## src/verilog/soc_pkg.sv

```systemverilog
`default_nettype none

package soc_pkg;

   localparam int ADDR_W     = 16;
   localparam int DATA_W     = 32;
   localparam int MEM_WORDS  = 1024;
   localparam int BOOT_WORDS = 256;
   localparam int WORD_W     = $clog2(MEM_WORDS);

   localparam int N_SLAVES   = 2;
   localparam int SLAVE_W    = $clog2(N_SLAVES);
   localparam int UART_SLAVE = 0;
   localparam int RST_SLAVE  = 1;

   typedef logic [DATA_W-1:0] data_t;

   // sram view of the address
   typedef struct packed {
      logic                       is_periph;
      logic [ADDR_W-WORD_W-4:0]   unused;
      logic [WORD_W-1:0]          word;
      logic [1:0]                 offset;
   } mem_addr_t;

   // peripheral view, 8 registers per slave
   typedef struct packed {
      logic                       is_periph;
      logic [SLAVE_W-1:0]         slave;
      logic [ADDR_W-SLAVE_W-7:0]  unused;
      logic [2:0]                 reg_idx;
      logic [1:0]                 offset;
   } periph_addr_t;

   typedef union packed {
      mem_addr_t    mem;
      periph_addr_t periph;
   } addr_t;

   typedef struct packed {
      logic       valid;
      addr_t      addr;
      data_t      wdata;
      logic [3:0] wstrb;
   } bus_req_t;

   typedef struct packed {
      logic  ready;
      data_t rdata;
   } bus_rsp_t;

endpackage

`default_nettype wire

```

## src/verilog/periph_intercon.sv

```systemverilog
`default_nettype none
`timescale 1ns/1ps

module periph_intercon import soc_pkg::*; (
   input  bus_req_t            req,
   output bus_rsp_t            rsp,
   output logic [N_SLAVES-1:0] slave_valid,
   input  bus_rsp_t            slave_rsp [N_SLAVES]
);

   logic [SLAVE_W-1:0] sel;

   assign sel = req.addr.periph.slave;

   // one-hot valid towards the addressed slave
   always_comb begin
      for (int i = 0; i < N_SLAVES; i++) begin
         slave_valid[i] = req.valid && (sel == i);
      end
   end

   // return path follows the same index
   assign rsp = slave_rsp[sel];

endmodule

`default_nettype wire

```

## config.mk

```make
export PLATFORM = sky130hd
export DESIGN_NAME = periph_intercon
export DESIGN_NICKNAME = d
export VERILOG_FILES = /design/src/verilog/soc_pkg.sv /design/src/verilog/periph_intercon.sv
export SDC_FILE = /design/constraint.sdc
export NUM_CORES = 1
export LEC_CHECK = 0
export BUFFER_PORTS_ARGS = -buffer_cell sky130_fd_sc_hd__clkbuf_2
export CORE_AREA = 2 2 59 61
export DETAILED_ROUTE_END_ITERATION = 6
export DIE_AREA = 0 0 61 63
export PLACE_DENSITY_LB_ADDON = 0.1
export SETUP_SLACK_MARGIN = 0.2
export SYNTH_ARGS = -nofsm -noshare
export SYNTH_HDL_FRONTEND = slang
export SYNTH_SLANG_ARGS = --single-unit
```

## constraint.sdc

```tcl
create_clock -name vclk -period 0.8
set_clock_uncertainty 0.05 [all_clocks]
set_input_delay 0.04 -clock vclk [all_inputs]
set_output_delay 0.04 -clock vclk [all_outputs]
set_load 0.1 [all_outputs]
```

==> flow_summary_export.csv <==
group,metric,value,unit
placement,placed_area,0.00166,mm2
timing,finalHoldViolCount,0,
route,drt_iter0_drc,1,
timing,max_slew_margin,93.6,%
route,wl_met3,374,um
worst_setup_path,critPathMaxStageDelay,310,ps
die,initial_core_util,17.2,%
die,pin_count,154,
timing,rsz0062_at_grt,"yes",
placement,io_buffers,103,
power_and_ir_drop,p_per_area,1240,mW/mm2
synth,synth_nets,158,
route,routed.top_layer,"met3",
finish,fillers,289,
finish,seq_area,0,um2
worst_setup_path,crit_path_frequent_cell,"buf_12",
route,drtPass1Iterations,4,
worst_setup_path,worstSetupStartpointType,"primary input",
min_path,min_from,"req[52]",
worst_setup_path,end_kind,"output port",
worst_setup_path,path_cells,"clkbuf_16, buf_12, mux2_4, buf_12",
route,viasPerCell,3.97,
die,coreArea,0.00323,mm2
min_path,holdPathEnd,"slave_valid[0]",
global_routing,grtUsageTotal,13.1,%
global_routing,antenna_found_initial,0,
synth,postSynthAreaPerCell,14.2,um2
timing,finalCriticalPeriod,916,ps
route,vias,763,
power_and_ir_drop,p_leak,0.966,nW
min_path,holdPathStages,3,
synth,ys_warn_count,0,
finish,diodes,0,
global_routing,grt.overflow.total,0,
timing,fin_ws,-116,ps
power_and_ir_drop,ir_drop,0.460,mV
synth,postSynthCellCount,39,
finish,syn_to_final_growth,218,%
global_routing,grt_pass1_vias,849,
finish,clock_buffer_count,0,
die,dieArea,0.00384,mm2
timing,setup-tns-final,-3630,ps
route,wl,2720,um
timing,fin_crit_sh,115,%
timing,slew_viol_final,0,
timing,finalSetupViolations,34,
die,die_x,61,um
worst_setup_path,path_max_fanout,8,
min_path,hold_path_class,"in -> out",
run,maxCapViolCount,0,
timing,clock.fmax,1090,MHz
synth,yosysUniqueCellTypes,7,
global_routing,grt_pass1_wl,3940,um
synth,ys_seq_area_share,0,%
route,drt-met1-wl,1020,um
finish,final_core_util,54.6,%
worst_setup_path,cp.required,710,ps
finish,fin_area,0.00177,mm2
synth,synthTopCellsByArea,"mux2_4, mux2_2, buf_12, buf_8, buf_6",
die,die_h,63,um
route,drc,0,
finish,seq_cells,0,
synth,synth_area_leader_cell,"mux2_4",
run_status,outcome,"complete, but fails checks",
worst_setup_path,crit_type,"in -> out",
timing,worst_pin_slew,96.0,ps
run_status,violations,"negative setup slack",
power_and_ir_drop,post-layout-total-power,2.20,mW
route,antenna_left,0,
placement,hpwl,2390,um
finish,drive_above_1_share,100,%
route,wl_met2,1320,um
die,rows,21,
synth,syn_area,556,um2
synth,synth_top_area_share,75.7,%
route,wl_per_cell,14.1,um
worst_setup_path,critPathArrivalTime,830,ps
worst_setup_path,worst_path_max_delay_cell,"mux2_4",
finish,fin_nets,267,
placement,gp_congestion,0.781,
global_routing,grt_start_max_net_pins,9,
==> how the worst max path moves through the flow <==
stage | start | to | slack, ps | depth (start not counted)
2_1_floorplan | req[50] | slave_valid[0] | -90 | 3
3_3_place_gp | req[50] | rsp[20] | -210 | 4
3_5_place_dp | req[50] | rsp[19] | -220 | 4
4_1_cts | req[50] | rsp[26] | -120 | 4
5_1_grt | req[50] | rsp[26] | -130 | 4
6_report | req[50] | rsp[19] | -120 | 4
==> kinds of logic after synthesis <==
logic type / share of synthesized area, %
buffers and inverters: 11.9
muxes: 85.8
and+or+nand+nor: 2.25
==> critical path: cells and delay by family <==
kind     cells  cell delay (ps)
buf+inv      3              470
mux          1              310
==> layout make-up <==
class              count  area [um2]  area share, %
well taps             46        57.6           3.26
multi-input cells     35         518           29.3
repair buffers       111        1190           67.4
==> per-layer routing <==
metal,global-route usage [%],up-vias
met5,0,-
met4,0,0
met3,3.93,0
met2,23.9,72
met1,15.5,329
li1,-,362
==> metrics by stage <==
step | hold slack, ps | worst slack, ps | std cells
3_3_place_gp | 397 | -212 | 189
4_1_cts | 407 | -123 | 192
5_1_grt | 412 | -135 | 192
3_5_place_dp | 400 | -216 | 189
2_1_floorplan | 234 | -85.9 | 39
6_report | 401 | -116 | 192
==> layout by cell type (no fill, tap or decap) <==
| cell type | count |
|---|---|
| mux2_4 | 33 |
| buf_12 | 37 |
| buf_4 | 3 |
| buf_16 | 2 |
| clkbuf_16 | 1 |
| buf_6 | 1 |
| nor2b_4 | 1 |
| clkbuf_2 | 67 |
| and2_4 | 1 |
==> cells in the mapped netlist <==
library cell	count
and2_1	1
buf_12	2
buf_6	1
buf_8	1
mux2_2	5
mux2_4	28
nor2b_1	1
==> power by group <==
group | switching, mW | total [mW] | internal, mW
Clock | 0 | 0 | 0
Sequential | 0 | 0 | 0
Combinational | 1.29 | 2.20 | 0.908
==> repair_timing <==
action / 4_1_cts / 5_1_grt
setup buffers: 1 / 0
endpoints found under the setup margin: 35 / 35
resized for setup: 12 / 0
gates cloned: 2 / 0
hold buffers: 0 / 0
(Power assumes the default switching activity.)
