### src/verilog/soc_pkg.sv
`default_nettype none

package soc_pkg;

   localparam int ADDR_W     = 16;
   localparam int DATA_W     = 32;
   localparam int MEM_WORDS  = 1024;
   localparam int BOOT_WORDS = 256;
   localparam int WORD_W     = $clog2(MEM_WORDS);

   localparam int N_SLAVES   = 2;
   localparam int SLAVE_W    = $clog2(N_SLAVES);
   localparam int UART_SLAVE = 0;
   localparam int RST_SLAVE  = 1;

   typedef logic [DATA_W-1:0] data_t;

   // sram view of the address
   typedef struct packed {
      logic                       is_periph;
      logic [ADDR_W-WORD_W-4:0]   unused;
      logic [WORD_W-1:0]          word;
      logic [1:0]                 offset;
   } mem_addr_t;

   // peripheral view, 8 registers per slave
   typedef struct packed {
      logic                       is_periph;
      logic [SLAVE_W-1:0]         slave;
      logic [ADDR_W-SLAVE_W-7:0]  unused;
      logic [2:0]                 reg_idx;
      logic [1:0]                 offset;
   } periph_addr_t;

   typedef union packed {
      mem_addr_t    mem;
      periph_addr_t periph;
   } addr_t;

   typedef struct packed {
      logic       valid;
      addr_t      addr;
      data_t      wdata;
      logic [3:0] wstrb;
   } bus_req_t;

   typedef struct packed {
      logic  ready;
      data_t rdata;
   } bus_rsp_t;

endpackage

`default_nettype wire

### src/verilog/uart_pkg.sv
`default_nettype none

package uart_pkg;

   // register indices inside the uart slave
   localparam logic [2:0] UART_TXDATA = 3'd0;
   localparam logic [2:0] UART_STATUS = 3'd1;
   localparam logic [2:0] UART_RXDATA = 3'd2;
   localparam logic [2:0] UART_DIV    = 3'd3;

   // clock cycles per bit after reset
   localparam logic [15:0] UART_DIV_RST = 16'd16;

   typedef logic [7:0] uart_byte_t;

   typedef struct packed {
      logic        tx_start;
      uart_byte_t  tx_byte;
      logic [15:0] div;
      logic        rx_take;
   } uart_ctl_t;

endpackage

`default_nettype wire

### src/verilog/uart_regs.sv
`default_nettype none
`timescale 1ns/1ps

module uart_regs import soc_pkg::*, uart_pkg::*; (
   input  logic       clk,
   input  logic       arst_n,
   input  logic       valid,
   input  bus_req_t   req,
   output bus_rsp_t   rsp,
   output uart_ctl_t  ctl,
   input  logic       tx_busy,
   input  logic       rx_valid,
   input  uart_byte_t rx_byte
);

   logic        ready_q;
   data_t       rdata_q;
   logic        fire;
   logic        write;
   logic [2:0]  idx;
   logic        tx_start_q;
   logic        rx_take_q;
   uart_byte_t  tx_byte_q;
   logic [15:0] div_q;

   assign fire  = valid & ~ready_q;
   assign write = |req.wstrb;
   assign idx   = req.addr.periph.reg_idx;

   always_ff @(posedge clk or negedge arst_n) begin
      if (!arst_n) begin
         ready_q    <= 1'b0;
         tx_start_q <= 1'b0;
         rx_take_q  <= 1'b0;
         div_q      <= UART_DIV_RST;
      end else begin
         ready_q    <= fire;
         // a busy transmitter drops the write
         tx_start_q <= fire && write && (idx == UART_TXDATA) && !tx_busy;
         rx_take_q  <= fire && !write && (idx == UART_RXDATA);
         if (fire && write && (idx == UART_DIV)) begin
            div_q <= req.wdata[15:0];
         end
      end
   end

   always_ff @(posedge clk) begin
      if (fire && write && (idx == UART_TXDATA)) begin
         tx_byte_q <= req.wdata[7:0];
      end
      if (fire) begin
         case (idx)
            UART_STATUS: rdata_q <= data_t'({rx_valid, tx_busy});
            UART_RXDATA: rdata_q <= data_t'(rx_byte);
            UART_DIV:    rdata_q <= data_t'(div_q);
            default:     rdata_q <= '0;
         endcase
      end
   end

   assign rsp = '{ready: ready_q, rdata: rdata_q};
   assign ctl = '{tx_start: tx_start_q, tx_byte: tx_byte_q, div: div_q, rx_take: rx_take_q};

endmodule

`default_nettype wire

### config.mk
export PLATFORM = sky130hd
export DESIGN_NAME = uart_regs
export DESIGN_NICKNAME = d
export VERILOG_FILES = /design/src/verilog/soc_pkg.sv /design/src/verilog/uart_pkg.sv /design/src/verilog/uart_regs.sv
export SDC_FILE = /design/constraint.sdc
export NUM_CORES = 1
export LEC_CHECK = 0
export ABC_AREA = 0
export BUFFER_PORTS_ARGS = -buffer_cell sky130_fd_sc_hd__clkbuf_2
export CORE_MARGIN = 3
export CORE_UTILIZATION = 43
export CTS_BUF_LIST = sky130_fd_sc_hd__clkbuf_4
export CTS_CLUSTER_DIAMETER = 50
export CTS_CLUSTER_SIZE = 10
export DETAILED_ROUTE_END_ITERATION = 7
export PLACE_DENSITY = 0.93
export SYNTH_ARGS = -nofsm -noshare
export SYNTH_HDL_FRONTEND = slang
export SYNTH_SLANG_ARGS = --single-unit
export TNS_END_PERCENT = 5
### constraint.sdc
create_clock -name clk -period 2.2 [get_ports clk]
set_input_delay 0.22 -clock clk [delete_from_list [all_inputs] [get_ports clk]]
set_output_delay 0.22 -clock clk [all_outputs]
set_load 0.1 [all_outputs]
==> out/results.ini, run 1 <==
[die]
fp.dieW_um=71.8
row_count=23
start_util_pct=45.5
io_pins=125
dieArea_mm2=0.00515
core-area_mm2=0.00409
fp.dieH_um=71.8

[detailed_routing]
wl_per_cell_um=14.5
viasPerCell=4.52
route.detailed.drc=0
drtIter0Drc=38
vias=1144
ant_nets=0
drtPass1Iterations=4
routed_wl_mm=3.68

[synth]
synth_top_area_cell=edfxtp_1
synth_flop_cell=edfxtp_1
synth_top_cell_area_share_pct=38.8
syn_area_mm2=0.00186
ys_seq_elements=43
synth_edf_count=24
synth_common_cells=24 x edfxtp_1, 19 x buf_4, 18 x dfrtp_1
synth_cells=120
synth_cell_type_count=20
ys_seq_area_share_pct=64.4
syn_avg_cell_area_um2=15.5
async_flop_share_pct=44.2
synth_area_leaders=edfxtp_1 39%, dfrtp_1 24%, mux2_4 8.1%, buf_4 7.7%, mux2_2 4.8%
synth.most_common_cell=edfxtp_1
yosysWarningCount=0

[setup_path]
critPathMaxFanout=16
critical_path_class=reg -> reg
slowest_stage=dfrtp_1
cpPeakStageDelay_ns=0.39
arrival_ns=1.89
startpoint_type=flop
crit_chain=nand2b_1 -> nor4b_4 -> buf_4 -> mux2_2
critPathCaptureType=flop
required_ns=2.43

[sta]
fin_setup_tns_ns=0
relSlewSlack_pct=62.0
fmax_mhz=601
fin_crit_ns=1.66
worst_slew_pin_slew_ns=0.570
setup_viol=0
fin_skew_ns=0.00655
rsz0062_at_grt=false
slew_violations=0
finalCritPeriodShare_pct=75.7
hold_violations=0

[layout]
drive_gt1_share_pct=54.2
area_delta_synth_final_pct=24.5
antenna_cells=0
instances_no_fill=253
fillers=353
multi_input_area_um2=544
seq_area_mm2=0.00120
final_nets=268

[cts]
cts_buffer_depth=2
cts_root_buf=clkbuf_4
post-cts-setup-buffers=0
clk_pin_slew_ns=0.12
cts_tree=yes
cts_sinks=43
clock_latency_ns=0.34
cts_buffers=5
htreeDepth=2

[flow_run]
drv_cap=0

[global_routing]
grt_overflow=0
top_usage_layer=met2
grt_pass1_vias=1193
grt_pass1_wl_mm=5.78
met3_usage_pct=4.07
antenna_found_initial=0
met1_usage_pct=16.9
grt_max_degree=20
grtUsageTotal_pct=14.8
use_met2_pct=25.1

[power]
switchingPower_w=0.00124
peakVddDrop_uv=470
power_density_mw_per_mm2=1130
power.share.sequential_pct=39.2
p_leak_nw=1.14
swShare_pct=47.4
internal_power_w=0.00138
clkPwrFrac_pct=17.7
combPwrFrac_pct=43.1

[placed_design]
placedCellCount=244
gp_congestion=0.738
dp_hpwl_mm=2.99
io_buffers=78

[status]
status=finished, final reports clean

[worst_hold_path]
hp-class=in -> reg

==> cell families after synthesis <==
family | after synthesis | share of synthesized area (%)
DFF | 43 | 64.4
and+or+nand+nor | 26 | 8.75
muxes | 24 | 16.2
AOI/OAI and AO/OA | 2 | 0.807
buffers and inverters | 24 | 9.69
other | 1 | 0.202
==> layout make-up <==
class | count | area share, %
clock inverters | 3 | 1.68
multi-input cells | 68 | 23.5
well taps | 50 | 2.70
repair buffers | 83 | 18.6
flip-flops and latches | 43 | 51.7
clock buffers | 5 | 1.62
inverters | 1 | 0.162
==> metrics by stage <==
step | setup WS [ns] | total power (W) | instance area (um^2) | hold slack [ns] | utilization (%)
2_1_floorplan | 0.192 | 0.00204 | 1920 | -0.0756 | -
3_3_place_gp | 0.448 | 0.00216 | 2230 | 0.202 | 54.5
3_5_place_dp | 0.422 | 0.00219 | 2230 | 0.201 | 54.5
4_1_cts | 0.518 | 0.00264 | 2310 | 0.0205 | 56.6
5_1_grt | 0.457 | 0.00271 | 2310 | 0.0225 | 56.6
6_report | 0.535 | 0.00263 | 2310 | 0.0336 | 56.6
==> critical path: cells and delay by family, from the launching register on <==
family	cells	cell delay, ns
mux	1	0.38
buf+inv	1	0.31
flops	1	0.39
simple gates	2	0.47
==> state kept, by name, indices dropped and copies added, names as in the netlist <==
register / cells
tx_start_q: 1
ready_q: 1
rx_take_q: 1
rdata_q: 16
tx_byte_q: 8
div_q: 16
==> routing by layer <==
| layer | routed length, um | vias up |
|---|---|---|
| li1 | - | 560 |
| met1 | 1380 | 531 |
| met2 | 1960 | 45 |
| met3 | 242 | 8 |
| met4 | 102 | 0 |
| met5 | 0 | - |
==> placed cells by master (no fill, tap or decap), types with 2 or more instances in the layout <==
| cell type | count |
|---|---|
| buf_4 | 4 |
| mux2_2 | 8 |
| nor2b_1 | 3 |
| edfxtp_1 | 24 |
| and3_1 | 8 |
| nor2_1 | 9 |
| mux2i_1 | 6 |
| clkbuf_2 | 78 |
| a22oi_1 | 2 |
| dfrtp_1 | 18 |
| clkbuf_4 | 5 |
| nand2b_1 | 2 |
| conb_1 | 16 |
| mux2_4 | 10 |
==> final timing paths <==
path	from	endpoint	slack, ns	depth (start not counted)
worst min register to register	div_q[15]$_DFFE_PN0P_	div_q[15]$_DFFE_PN0P_	0.54	1
min in group asynchronous	arst_n	div_q[14]$_DFFE_PN0P_	0.38	2
worst min-delay path	tx_busy	tx_start_q$_DFF_PN0_	0.03	2
worst max register to register	ready_q$_DFF_PN0_	div_q[7]$_DFFE_PN0P_	0.54	4
max in group asynchronous	arst_n	div_q[4]$_DFFE_PN1P_	1.46	2
worst max-delay path	ready_q$_DFF_PN0_	div_q[7]$_DFFE_PN0P_	0.54	4
==> repair_timing <==
action | CTS | global route
endpoints found under the hold margin | 18 | 0
hold buffers | 1 | 0
gates resized for setup | 0 | 0
==> power by group through the flow <==
stage               registers [W]  clock network, W  logic (W)
finish                    0.00103          0.000465    0.00113
detailed placement        0.00105                 0    0.00114
floorplan                 0.00173                 0   0.000308
global route              0.00104          0.000506    0.00117
global placement          0.00104                 0    0.00113
CTS                       0.00103          0.000474    0.00114
Power figures use the tool's default switching activity.
==> run 2, diff against run 1 <==
CORE_UTILIZATION = 39   (was 43)
PLACE_DENSITY = 0.9   (was 0.93)
clock period = 1.5 ns   (was 2.2 ns; I/O delays follow)
==> run 2 against run 1 <==
Compared with the run above: the flow now finishes with violations (setup timing); die area up 9.4%; combinational power is 55% higher; via count is 6.5% higher; critical path depth rose by 1; critical path type unchanged; highest routed layer unchanged.
==> out/results.ini, run 2 (synthesized netlist as in run 1, its figures left out) <==
[global_routing]
grt_max_degree=20
grt_pass1_wl_mm=5.90
grt_overflow=0
grtUsageTotal_pct=14.3
antenna_found_initial=0
grt_pass1_vias=1187

[layout]
antenna_cells=0
final_util_pct=57.8
final_common_cell=clkbuf_2
drive_gt1_share_pct=54.5
instances_no_fill=272
multi_input_area_um2=583
fillers=363
largestRegisters=div_q (16), rdata_q (16), tx_byte_q (8)
final_nets=285
area_delta_synth_final_pct=39.2
final_cell_mix=77 x clkbuf_2, 24 x edfxtp_1, 17 x dfrtp_1
seq_area_mm2=0.00120

[power]
power_density_mw_per_mm2=1610
peakVddDrop_uv=801
p_leak_nw=1.27

[die]
io_pins=125
row_count=24
core-area_mm2=0.00447
fp.dieH_um=75.0
dieArea_mm2=0.00563
start_util_pct=41.6
fp.dieW_um=75.0

[placed_design]
dp_hpwl_mm=3.03
io_buffers=78
gp_congestion=0.772
placedCellCount=251

[sta]
relSlewSlack_pct=62.8
fin_skew_ns=0.00839
hold_ws_ns=0.0280
fmax_mhz=642
setup_viol=16
fin_crit_ns=1.56
setup_slack_ns=-0.0578
hold_violations=0
rsz0062_at_grt=true
slew_violations=0
worst_slew_pin_slew_ns=0.560
finalCritPeriodShare_pct=104

[cts]
clock_latency_ns=0.35
htreeDepth=2
cts_tree=yes
cts_buffers=5
clk_pin_slew_ns=0.12
cts_root_buf=clkbuf_4
cts_buffer_depth=2
cts_sinks=43

[detailed_routing]
drtPass1Iterations=4
vias=1218
drtIter0Drc=43
viasPerCell=4.48
routed_wl_mm=4.09
ant_nets=0
wl_per_cell_um=15.0
route.detailed.drc=0

[setup_path]
critical_path_class=reg -> reg
critPathCaptureType=flop
required_ns=1.74
startpoint_type=flop
critPathMaxFanout=8
arrival_ns=1.80

[status]
violations=setup timing
status=finished with violations

[worst_hold_path]
hp-class=in -> reg

[flow_run]
drv_cap=0

## run 2: changes by cell type in the layout (fill, tap and decap cells not counted), sizes merged
cell         previous run  this run
dlygate4sd3             1        11
buf                     4        11
clkinv                  2         0
bufinv                  1         2
clkbuf                 83        84
## run 2: per-stage QoR
stage / setup slack (ns) / total power (W) / setup TNS (ns) / area, um^2
6_report: -0.0578 / 0.00416 / -0.564 / 2590
5_1_grt: -0.0938 / 0.00430 / -1.14 / 2590
4_1_cts: -0.0592 / 0.00414 / -0.495 / 2510
3_5_place_dp: -0.0204 / 0.00323 / -0.0956 / 2300
3_3_place_gp: -0.0218 / 0.00321 / -0.120 / 2300
2_1_floorplan: -0.118 / 0.00299 / -1.48 / 1930
## run 2: layout make-up
type / count / share of cell area, %
clock inverters: 2 / 2.32
clock buffers: 6 / 1.74
multi-input cells: 68 / 22.5
flip-flops and latches: 43 / 46.3
inverters: 1 / 0.145
repair buffers: 100 / 24.4
well taps: 52 / 2.51
## run 2: timing repair
item	CTS	global route
buffers inserted	0	1
resized for setup	1	7
hold buffers	10	1
cloned	0	1
setup endpoints to repair	15	23
pin swaps	0	1
endpoints found under the hold margin	27	1
## run 2: layer usage
| metal | global-route usage, % | up-vias | part of all wire, % |
|---|---|---|---|
| li1 | - | 590 | - |
| met1 | 16.5 | 570 | 38 |
| met2 | 24.6 | 47 | 52 |
| met3 | 4.14 | 11 | 6.3 |
| met4 | 6.52 | 0 | 3.2 |
| met5 | 0 | - | 0 |
## run 2: critical path: stages (launching register included)
cell,delay (ns)
dfrtp_1,0.40
nand2b_4,0.16
nor4b_4,0.25
buf_4,0.18
clkbuf_16,0.17
mux2_4,0.30
## run 2: path summary, 6_finish.rpt
check,start,end,slack (ns),cells past startpoint
min in group asynchronous,arst_n,tx_start_q$_DFF_PN0_,0.30,2
setup reg to reg,ready_q$_DFF_PN0_,div_q[2]$_DFFE_PN0P_,-0.06,5
max in group asynchronous,arst_n,div_q[0]$_DFFE_PN0P_,0.83,2
setup / recovery,ready_q$_DFF_PN0_,div_q[2]$_DFFE_PN0P_,-0.06,5
hold / removal,req[17],div_q[13]$_DFFE_PN0P_,0.03,2
hold reg to reg,div_q[14]$_DFFE_PN0P_,div_q[14]$_DFFE_PN0P_,0.55,1
## run 2: power breakdown
group	internal, W	switching [W]	leakage [nW]	total (W)
Sequential	0.00140	0.000108	0.463	0.00151
Combinational	0.000347	0.00140	0.749	0.00175
Clock	0.000538	0.000355	0.0559	0.000893
Total	0.00229	0.00187	1.27	0.00416
