File: config.mk
export PLATFORM = sky130hd
export DESIGN_NAME = uart_core
export DESIGN_NICKNAME = d
export VERILOG_FILES = /design/src/verilog/uart_pkg.sv /design/src/verilog/uart_core.sv
export SDC_FILE = /design/constraint.sdc
export NUM_CORES = 1
export LEC_CHECK = 0
export BUFFER_PORTS_ARGS = -buffer_cell sky130_fd_sc_hd__buf_2
export CAP_MARGIN = 20
export CORE_MARGIN = 2
export CORE_UTILIZATION = 35
export CTS_BUF_LIST = sky130_fd_sc_hd__clkbuf_4 sky130_fd_sc_hd__clkbuf_8
export DETAILED_ROUTE_END_ITERATION = 8
export SLEW_MARGIN = 5
export SYNTH_ARGS = -nofsm -noshare
export SYNTH_HDL_FRONTEND = slang
export SYNTH_SLANG_ARGS = --single-unit
File: constraint.sdc
create_clock -name clk -period 2.9 [get_ports clk]
set_clock_uncertainty 0.15 [all_clocks]
set_input_delay 0.58 -clock clk [delete_from_list [all_inputs] [get_ports clk]]
set_output_delay 0.58 -clock clk [all_outputs]
set_load 0.02 [all_outputs]
File: src/verilog/uart_pkg.sv
`default_nettype none

package uart_pkg;

   // register indices inside the uart slave
   localparam logic [2:0] UART_TXDATA = 3'd0;
   localparam logic [2:0] UART_STATUS = 3'd1;
   localparam logic [2:0] UART_RXDATA = 3'd2;
   localparam logic [2:0] UART_DIV    = 3'd3;

   // clock cycles per bit after reset
   localparam logic [15:0] UART_DIV_RST = 16'd16;

   typedef logic [7:0] uart_byte_t;

   typedef struct packed {
      logic        tx_start;
      uart_byte_t  tx_byte;
      logic [15:0] div;
      logic        rx_take;
   } uart_ctl_t;

endpackage

`default_nettype wire

File: src/verilog/uart_core.sv
`default_nettype none
`timescale 1ns/1ps

module uart_core import uart_pkg::*; (
   input  logic       clk,
   input  logic       arst_n,
   input  uart_ctl_t  ctl,
   output logic       tx_busy,
   output logic       rx_valid,
   output uart_byte_t rx_byte,
   output logic       txd,
   input  logic       rxd,
   output logic       rts,
   input  logic       cts
);

   typedef enum logic [1:0] {TX_IDLE, TX_WAIT, TX_SEND} tx_state_t;
   typedef enum logic [1:0] {RX_IDLE, RX_START, RX_DATA, RX_STOP} rx_state_t;

   tx_state_t   tx_state;
   logic [9:0]  tx_sh;
   logic [15:0] tx_cnt;
   logic [3:0]  tx_bits;
   logic [1:0]  cts_sync;

   rx_state_t   rx_state;
   uart_byte_t  rx_sh;
   logic [15:0] rx_cnt;
   logic [2:0]  rx_bits;
   logic [1:0]  rxd_sync;
   logic        rx_shift;
   logic        rx_done;

   logic [15:0] bit_last;
   logic [15:0] bit_half;

   assign bit_last = ctl.div - 16'd1;
   assign bit_half = {1'b0, ctl.div[15:1]};

   always_ff @(posedge clk or negedge arst_n) begin
      if (!arst_n) begin
         cts_sync <= 2'b11;
         rxd_sync <= 2'b11;
      end else begin
         cts_sync <= {cts_sync[0], cts};
         rxd_sync <= {rxd_sync[0], rxd};
      end
   end

   // transmitter, stop bit shifted in from the top
   always_ff @(posedge clk or negedge arst_n) begin
      if (!arst_n) begin
         tx_state <= TX_IDLE;
         tx_sh    <= '1;
         tx_cnt   <= '0;
         tx_bits  <= '0;
      end else begin
         case (tx_state)
            TX_IDLE: begin
               if (ctl.tx_start) begin
                  tx_sh    <= {1'b1, ctl.tx_byte, 1'b0};
                  tx_state <= TX_WAIT;
               end
            end
            TX_WAIT: begin
               // frame waits while cts is high
               if (!cts_sync[1]) begin
                  tx_cnt   <= '0;
                  tx_bits  <= '0;
                  tx_state <= TX_SEND;
               end
            end
            default: begin
               if (tx_cnt == bit_last) begin
                  tx_cnt <= '0;
                  tx_sh  <= {1'b1, tx_sh[9:1]};
                  if (tx_bits == 4'd9) begin
                     tx_state <= TX_IDLE;
                  end else begin
                     tx_bits <= tx_bits + 4'd1;
                  end
               end else begin
                  tx_cnt <= tx_cnt + 16'd1;
               end
            end
         endcase
      end
   end

   assign tx_busy = (tx_state != TX_IDLE);
   assign txd     = (tx_state == TX_SEND) ? tx_sh[0] : 1'b1;

   // receiver samples mid bit
   assign rx_shift = (rx_state == RX_DATA) && (rx_cnt == bit_last);
   assign rx_done  = (rx_state == RX_STOP) && (rx_cnt == bit_last) && rxd_sync[1];

   always_ff @(posedge clk or negedge arst_n) begin
      if (!arst_n) begin
         rx_state <= RX_IDLE;
         rx_cnt   <= '0;
         rx_bits  <= '0;
         rx_valid <= 1'b0;
      end else begin
         case (rx_state)
            RX_IDLE: begin
               if (!rxd_sync[1]) begin
                  rx_cnt   <= '0;
                  rx_state <= RX_START;
               end
            end
            RX_START: begin
               if (rx_cnt == bit_half) begin
                  rx_cnt   <= '0;
                  rx_bits  <= '0;
                  // short glitch, back to idle
                  rx_state <= rxd_sync[1] ? RX_IDLE : RX_DATA;
               end else begin
                  rx_cnt <= rx_cnt + 16'd1;
               end
            end
            RX_DATA: begin
               if (rx_cnt == bit_last) begin
                  rx_cnt <= '0;
                  if (rx_bits == 3'd7) begin
                     rx_state <= RX_STOP;
                  end else begin
                     rx_bits <= rx_bits + 3'd1;
                  end
               end else begin
                  rx_cnt <= rx_cnt + 16'd1;
               end
            end
            default: begin
               if (rx_cnt == bit_last) begin
                  rx_cnt   <= '0;
                  rx_state <= RX_IDLE;
               end else begin
                  rx_cnt <= rx_cnt + 16'd1;
               end
            end
         endcase
         // new byte wins over a take in the same cycle
         if (rx_done) begin
            rx_valid <= 1'b1;
         end else if (ctl.rx_take) begin
            rx_valid <= 1'b0;
         end
      end
   end

   always_ff @(posedge clk) begin
      if (rx_shift) begin
         rx_sh <= {rxd_sync[1], rx_sh[7:1]};
      end
      if (rx_done) begin
         rx_byte <= rx_sh;
      end
   end

   assign rts = ~rx_valid;

endmodule

`default_nettype wire

==> impl_metrics.json, run 1 <==
{
  "boundaryPins": 42,
  "finalSetupTns_ns": -13.98,
  "setup_repair_after_global_routing_missed_its_margin": "true",
  "floorplan.initialDensity": 0.362,
  "drt_first_pass_iters": 4,
  "startpoint_type": "primary input",
  "number_of_flops_mapped_to_enable_cells_by_yosys": 16,
  "leakage_nw": 2.51,
  "max-cap-violations": 0,
  "pins_over_slew_limit": 0,
  "hold_path.class": "in -> async",
  "worstSetupPathDepth": 11,
  "via_count": 4068,
  "crit_fanout": 4,
  "grt_pass1_wl_mm": 20.1,
  "drc": 0,
  "route.detailed.wl_per_inst_um": 15.8,
  "post_synth_inst_count": 492,
  "synth_nets": 529,
  "worst-endpoint-required_ns": 3.01,
  "tightest_slew_ns": 0.579,
  "end_kind": "flip-flop",
  "achievable-frequency_mhz": 308,
  "first_global_vias": 4066,
  "drt_initial_violations": 275,
  "setup.reg_to_reg.worst_slack_ns": 0.03,
  "post_synthesis_cell_type_with_the_largest_combined_area": "sky130_fd_sc_hd__dfrtp_1",
  "syn-mean-instance-area_um2": 9.39,
  "num_rows": 41,
  "power.density_mw_per_mm2": 467,
  "yosys-top-cells-area": "sky130_fd_sc_hd__dfrtp_1 (24%), sky130_fd_sc_hd__edfxtp_1 (10%), sky130_fd_sc_hd__dfstp_2 (7.4%)",
  "cts_tree": "yes",
  "cts_buffers": 9,
  "finalCritPeriodShare": 1.12,
  "worst_vdd_drop_v": 0.000597,
  "clock_latency_ns": 0.37,
  "worst-endpoint-arrival_ns": 3.35,
  "final.hold.worst_slack_ns": 0.0568,
  "insertedDiodeCount": 0,
  "syn2layout_area_growth_pct": 32.7,
  "postCtsHoldBufs": 0,
  "netlist_area_mm2": 0.00462,
  "final-hold-violation-count": 0,
  "die_x_extent_um": 119,
  "yosys_warnings": 0,
  "setup_viol": 68,
  "worst_r2r_endpoint": "rx_bits[2]$_DFFE_PN0P_",
  "detail-route-antenna-nets": 0,
  "antenna_violations_before_repair": 0,
  "cts-root-buf": "sky130_fd_sc_hd__clkbuf_8",
  "cts.reportedPaths.clkPinSlew_ns": 0.08,
  "clock_path_buffers": 2,
  "cts_htree_levels": 3,
  "die-area_mm2": 0.0141,
  "final_layout_size_suffix_gt1_frac": 0.334,
  "timing.setup.critical_path_class": "in -> reg",
  "netlist.area_leader.share": 0.238,
  "critical-path-slowest-cell": "sky130_fd_sc_hd__or4_4",
  "status": "finished with violations",
  "final_period_minus_worst_setup_slack_ns": 3.24,
  "worstPathCellList": "buf_8, or4_4, or4_4, buf_4, o211a_1, a2111oi_4, nand4b_1, buf_4, o31ai_4, o21ai_1, a22o_1",
  "path_delay_family": "simple AND/OR/NAND/NOR gates",
  "layout.cells.most_common_list": "sky130_fd_sc_hd__buf_4 (79), sky130_fd_sc_hd__nor2_1 (47), sky130_fd_sc_hd__dfrtp_1 (44)",
  "grt_usage": 0.177,
  "ys.flop_type": "sky130_fd_sc_hd__dfrtp_1",
  "nets": 636,
  "setup_ws_post_layout_ns": -0.345,
  "yosys_register_bits": 73,
  "crit-reg2reg-launch": "rx_cnt[9]$_DFFE_PN0P_",
  "layout_commonest_cell": "sky130_fd_sc_hd__buf_4",
  "globalplace.congestion": 0.886,
  "synth_sequential_area_ratio": 0.416,
  "finalWirelength_mm": 12.3,
  "critical_path.max_stage_delay_ns": 0.54,
  "worstRegToRegCells": 8,
  "final_cell_area_mm2": 0.00613,
  "die-height_um": 119,
  "port_buffers": 41,
  "maxSlewHeadroom": 0.614,
  "grt_max_degree": 36,
  "cts.sinks": 73,
  "dpl-instance-area_mm2": 0.00555,
  "core-area_mm2": 0.0128,
  "critPathBufInv": 3,
  "failed_checks": "setup timing",
  "vias_per_cell": 5.24,
  "place.detailed.hpwl_mm": 9.32,
  "ys_async_sr_fraction": 0.781,
  "synth.lib_cells_used.distinct": 66,
  "global_route_congestion_overflow_total": 0
}
[area by class of cell]
class	count	area, µm²
clock buffers	9	124
clock inverters	7	119
fillers	1212	6640
inverters	23	86.3
multi-input cells	363	2730
flip-flops and latches	73	1920
well taps	172	215
repair buffers	129	933
[worst max-delay path by stage]
| stage | endpoint | slack (ns) | from |
|---|---|---|---|
| final | rx_cnt[2]$_DFFE_PN0P_ | -0.34 | ctl[2] |
| after global routing | rx_bits[0]$_DFFE_PN0P_ | -0.40 | ctl[1] |
| after CTS | rx_bits[2]$_DFFE_PN0P_ | -0.30 | ctl[2] |
| after detailed placement | tx_bits[2]$_DFFE_PN0P_ | -0.82 | ctl[2] |
| after global placement | tx_bits[2]$_DFFE_PN0P_ | -0.78 | ctl[2] |
| after floorplan | rx_bits[2]$_DFFE_PN0P_ | -0.69 | ctl[9] |
[sequential cells by signal (all words and copies together) (netlist names)]
register	cells
rx_cnt	16
tx_cnt	16
tx_sh	9
rx_byte	8
rx_sh	8
tx_bits	4
rx_bits	3
cts_sync	2
rx_state	2
rxd_sync	2
tx_state	2
rx_valid	1
[cell usage after synthesis (13+ instances only)]
cell	number
sky130_fd_sc_hd__o21ai_0	16
sky130_fd_sc_hd__edfxtp_1	16
sky130_fd_sc_hd__nand3_1	24
sky130_fd_sc_hd__nor3_1	18
sky130_fd_sc_hd__nor2_1	49
sky130_fd_sc_hd__inv_1	23
sky130_fd_sc_hd__xor2_1	24
sky130_fd_sc_hd__clkbuf_1	22
sky130_fd_sc_hd__dfrtp_1	44
sky130_fd_sc_hd__nand2_1	25
sky130_fd_sc_hd__nand4_1	18
sky130_fd_sc_hd__dfstp_2	13
sky130_fd_sc_hd__xnor2_1	37
[report_power, final]
part,internal (mW),switching (mW)
logic,0.356,0.323
clock network,0.570,0.393
registers,1.11,0.115
total,2.04,0.831
[metal layers]
| layer | wire, µm | global-route usage |
|---|---|---|
| met5 | 0 | 0 |
| met1 | 5530 | 0.226 |
| met3 | 565 | 0.0393 |
| met4 | 258 | 0.0670 |
| met2 | 5900 | 0.292 |
[what timing repair did]
item                       in CTS  in global routing
resized for setup              36                 20
buffers inserted                6                  9
pin swaps                      16                 12
cloned                          0                  1
setup endpoints to repair      68                 68
[cell families after synthesis]
group | Yosys count | share of synthesized area
compound gates | 92 | 0.144
xor+xnor | 64 | 0.131
fa+ha+maj | 7 | 0.0190
buf+inv | 57 | 0.0514
flops | 73 | 0.416
mux | 4 | 0.00894
simple gates | 195 | 0.230
[per-stage QoR]
step	total power [mW]	setup slack, ns	instances	utilization
after global placement	1.85	-0.776	745	0.434
after detailed placement	1.87	-0.825	745	0.434
after CTS	2.86	-0.304	767	0.469
after floorplan	1.62	-0.693	492	-
after global routing	3.01	-0.405	776	0.480
final	2.87	-0.345	776	0.480
[worst reg2reg max path, stage by stage, from the launching register on]
cell                        delay [ns]
sky130_fd_sc_hd__dfrtp_1          0.51
sky130_fd_sc_hd__xor2_1           0.24
sky130_fd_sc_hd__nand4_1          0.13
sky130_fd_sc_hd__o2bb2ai_1        0.28
sky130_fd_sc_hd__nor4b_1          0.29
sky130_fd_sc_hd__nand4_1          0.22
sky130_fd_sc_hd__or4b_4           0.55
sky130_fd_sc_hd__or3b_1           0.35
sky130_fd_sc_hd__nand3_1          0.09
No activity file was read; power rests on OpenSTA's default activity.
==> inputs of run 2 (changes only) <==
Settings changed: ABC_AREA from default to 1.
==> run 2 against run 1 <==
  * The run now ends clean
  * Combinational power fell by 2%
  * Register-to-register slack improved by 0.39 ns
  * Highest routed layer unchanged
  * Setup slack improved by 0.73 ns
  * Count of clock-buffer cells in the layout did not move
  * Cell count rose by 15%
  * Power fell by 6.5%
  * Synthesized area rose by 5.0%
  * Largest power group unchanged
  * Sequential power barely moved
  * Critical endpoint is now tx_bits[3]$_DFFE_PN0P_
  * Utilization fell by 7.2 points
  * Sequential cell count did not move
==> impl_metrics.json, run 2 <==
{
  "pins_over_slew_limit": 0,
  "power.density_mw_per_mm2": 479,
  "nets": 745,
  "synth_nets": 687,
  "setup_repair_after_global_routing_missed_its_margin": "false",
  "syn2layout_area_growth_pct": 15.3,
  "end_kind": "flip-flop",
  "die-area_mm2": 0.0148,
  "die_x_extent_um": 122,
  "via_count": 4328,
  "multi_input_comb_area_mm2": 0.00255,
  "final_layout_size_suffix_gt1_frac": 0.174,
  "grt_max_degree": 32,
  "cts_buffers": 9,
  "crit_fanout": 8,
  "die-height_um": 122,
  "reg_area_mm2": 0.00192,
  "postCtsSetupBuffers": 0,
  "yosys_register_bits": 73,
  "critical_path.max_stage_delay_ns": 0.26,
  "syn-mean-instance-area_um2": 7.46,
  "netlist_area_mm2": 0.00485,
  "worstRegToRegCells": 9,
  "reg_top3": "rx_cnt: 16 flops, tx_cnt: 16 flops, tx_sh: 9 flops",
  "finalCritPeriodShare": 0.866,
  "filler_cell_count": 1438,
  "insertedDiodeCount": 0,
  "netlist.area_leader.share": 0.227,
  "synth_sequential_area_ratio": 0.396,
  "synth_common_cells": "sky130_fd_sc_hd__nand2_1 (172), sky130_fd_sc_hd__inv_1 (83), sky130_fd_sc_hd__nand3_1 (73), sky130_fd_sc_hd__nor2_1 (73), sky130_fd_sc_hd__dfrtp_1 (44)",
  "leakage_nw": 2.63,
  "grt_pass1_wl_mm": 20.2,
  "final.hold.worst_slack_ns": 0.0932,
  "critical-path-slowest-cell": "sky130_fd_sc_hd__ha_1",
  "ys_async_sr_fraction": 0.781,
  "cts.sinks": 73,
  "place.detailed.hpwl_mm": 9.55,
  "layout_commonest_cell": "sky130_fd_sc_hd__nand2_1",
  "tightest_slew_ns": 0.668,
  "port_buffers": 41,
  "worst_vdd_drop_v": 0.000357,
  "yosys_warnings": 0,
  "boundaryPins": 42,
  "startpoint_type": "primary input",
  "cts_tree": "yes",
  "final_period_minus_worst_setup_slack_ns": 2.51,
  "cts.repair.resized": 0,
  "antenna_violations_before_repair": 0,
  "synth.lib_cells_used.distinct": 43,
  "hold_path.class": "in -> async",
  "max-cap-violations": 0,
  "route.detailed.wl_per_inst_um": 13.3,
  "final-hold-violation-count": 0,
  "post_synth_inst_count": 650,
  "detailedPlace.worstSlack_ns": -0.00771,
  "yosys-top-cells-area": "sky130_fd_sc_hd__dfrtp_1 (23%), sky130_fd_sc_hd__nand2_1 (13%), sky130_fd_sc_hd__edfxtp_1 (9.9%)",
  "postCtsHoldBufs": 0,
  "core-area_mm2": 0.0137,
  "post-synth-top-count-cell": "sky130_fd_sc_hd__nand2_1",
  "clock_latency_ns": 0.37,
  "cts.reportedPaths.clkPinSlew_ns": 0.09,
  "timing.setup.critical_path_class": "in -> reg",
  "cell_with_the_most_instances_on_the_worst_path": "sky130_fd_sc_hd__nand2_1",
  "layout.cells.most_common_list": "sky130_fd_sc_hd__nand2_1 (172), sky130_fd_sc_hd__inv_1 (83), sky130_fd_sc_hd__nor2_1 (73), sky130_fd_sc_hd__nand3_1 (73), sky130_fd_sc_hd__dfrtp_1 (44)",
  "clock_path_buffers": 2,
  "floorplan.initialDensity": 0.354,
  "detail-route-antenna-nets": 0,
  "status": "completed",
  "vias_per_cell": 4.85,
  "worst-endpoint-required_ns": 3.01,
  "achievable-frequency_mhz": 398,
  "drt_first_pass_iters": 4,
  "drc": 0,
  "global_route_congestion_overflow_total": 0,
  "post_synthesis_cell_type_with_the_largest_combined_area": "sky130_fd_sc_hd__dfrtp_1",
  "worstPathCellList": "buf_2, inv_2, ha_1, nand2_4, nor2_4, nand2_1, nand2_1, nand2_1, xor2_1, inv_1, nand2_1, nor2_2, nand3_2, nand2_4, buf_12, nand2_1, nand2_1, nand2_1",
  "num_rows": 43,
  "worst-endpoint-arrival_ns": 2.62,
  "drt_initial_violations": 284,
  "cts-root-buf": "sky130_fd_sc_hd__clkbuf_8",
  "cts_htree_levels": 3,
  "globalplace.congestion": 0.952,
  "ys.flop_type": "sky130_fd_sc_hd__dfrtp_1",
  "finalWirelength_mm": 11.8,
  "setup_viol": 0,
  "maxSlewHeadroom": 0.554,
  "setup_ws_post_layout_ns": 0.389,
  "first_global_vias": 4340,
  "layout.core_utilization": 0.408,
  "grt_usage": 0.173,
  "number_of_flops_mapped_to_enable_cells_by_yosys": 16
}
## run 2: critical path, delay by kind of cell
family	cells	cell delay, ns
buffers and inverters	4	0.40
and+or+nand+nor	12	1.22
xor gates and xnor gates	1	0.15
adders and majority gates	1	0.26
## run 2: routing by layer
layer | vias up | track usage | part of all wire
li1 | 2197 | - | -
met1 | 2012 | 0.217 | 0.45
met2 | 100 | 0.297 | 0.50
met3 | 19 | 0.0342 | 0.038
met4 | 0 | 0.0568 | 0.020
met5 | - | 0 | 0
## run 2: final timing paths
path | from | endpoint | slack (ns)
worst max-delay path | ctl[1] | tx_bits[3]$_DFFE_PN0P_ | 0.39
worst min-delay path | arst_n | rx_valid$_DFFE_PN0P_ | 0.09
worst max register to register | rx_state[1]$_DFFE_PN0P_ | rx_cnt[14]$_DFFE_PN0P_ | 0.42
worst min register to register | rxd_sync[0]$_DFF_PN1_ | rxd_sync[1]$_DFF_PN1_ | 0.21
max in group asynchronous | arst_n | tx_sh[8]$_DFFE_PN1P_ | 1.84
min in group clk | cts | cts_sync[0]$_DFF_PN1_ | 0.16
## run 2: cell type report
| class | instances | share of cell area |
|---|---|---|
| tap | 180 | 0.0403 |
| multi-input combinational | 482 | 0.456 |
| timing repair buffer | 56 | 0.0658 |
| clock buffer | 9 | 0.0221 |
| clock inverter | 7 | 0.0141 |
| inverter | 86 | 0.0582 |
| sequential | 73 | 0.344 |
## run 2: stage by stage
step / total power, mW / instance area [µm²] / TNS [ns] / cells
finish: 2.68 / 5590 / 0 / 893
global route: 2.86 / 5590 / 0 / 893
CTS: 2.71 / 5590 / 0 / 893
detailed placement: 1.87 / 5390 / -0.00918 / 877
global placement: 1.85 / 5390 / 0 / 877
floorplan: 1.65 / 4850 / 0 / 650
## run 2: kinds of logic (layout without fill, tap and decap cells)
kind of cell	count (synthesis)	count (layout)	share of synthesized area
flops	73	73	0.396
buf+inv	95	158	0.0781
fa+ha+maj	7	7	0.0180
compound gates	51	51	0.0596
simple gates	381	381	0.359
xor+xnor	43	43	0.0892
## run 2: where the power goes
| part | switching [mW] | internal (mW) | leakage (nW) |
|---|---|---|---|
| Clock | 0.419 | 0.404 | 0.0925 |
| Combinational | 0.409 | 0.255 | 1.68 |
| Sequential | 0.0778 | 1.11 | 0.855 |
| Total | 0.906 | 1.77 | 2.63 |
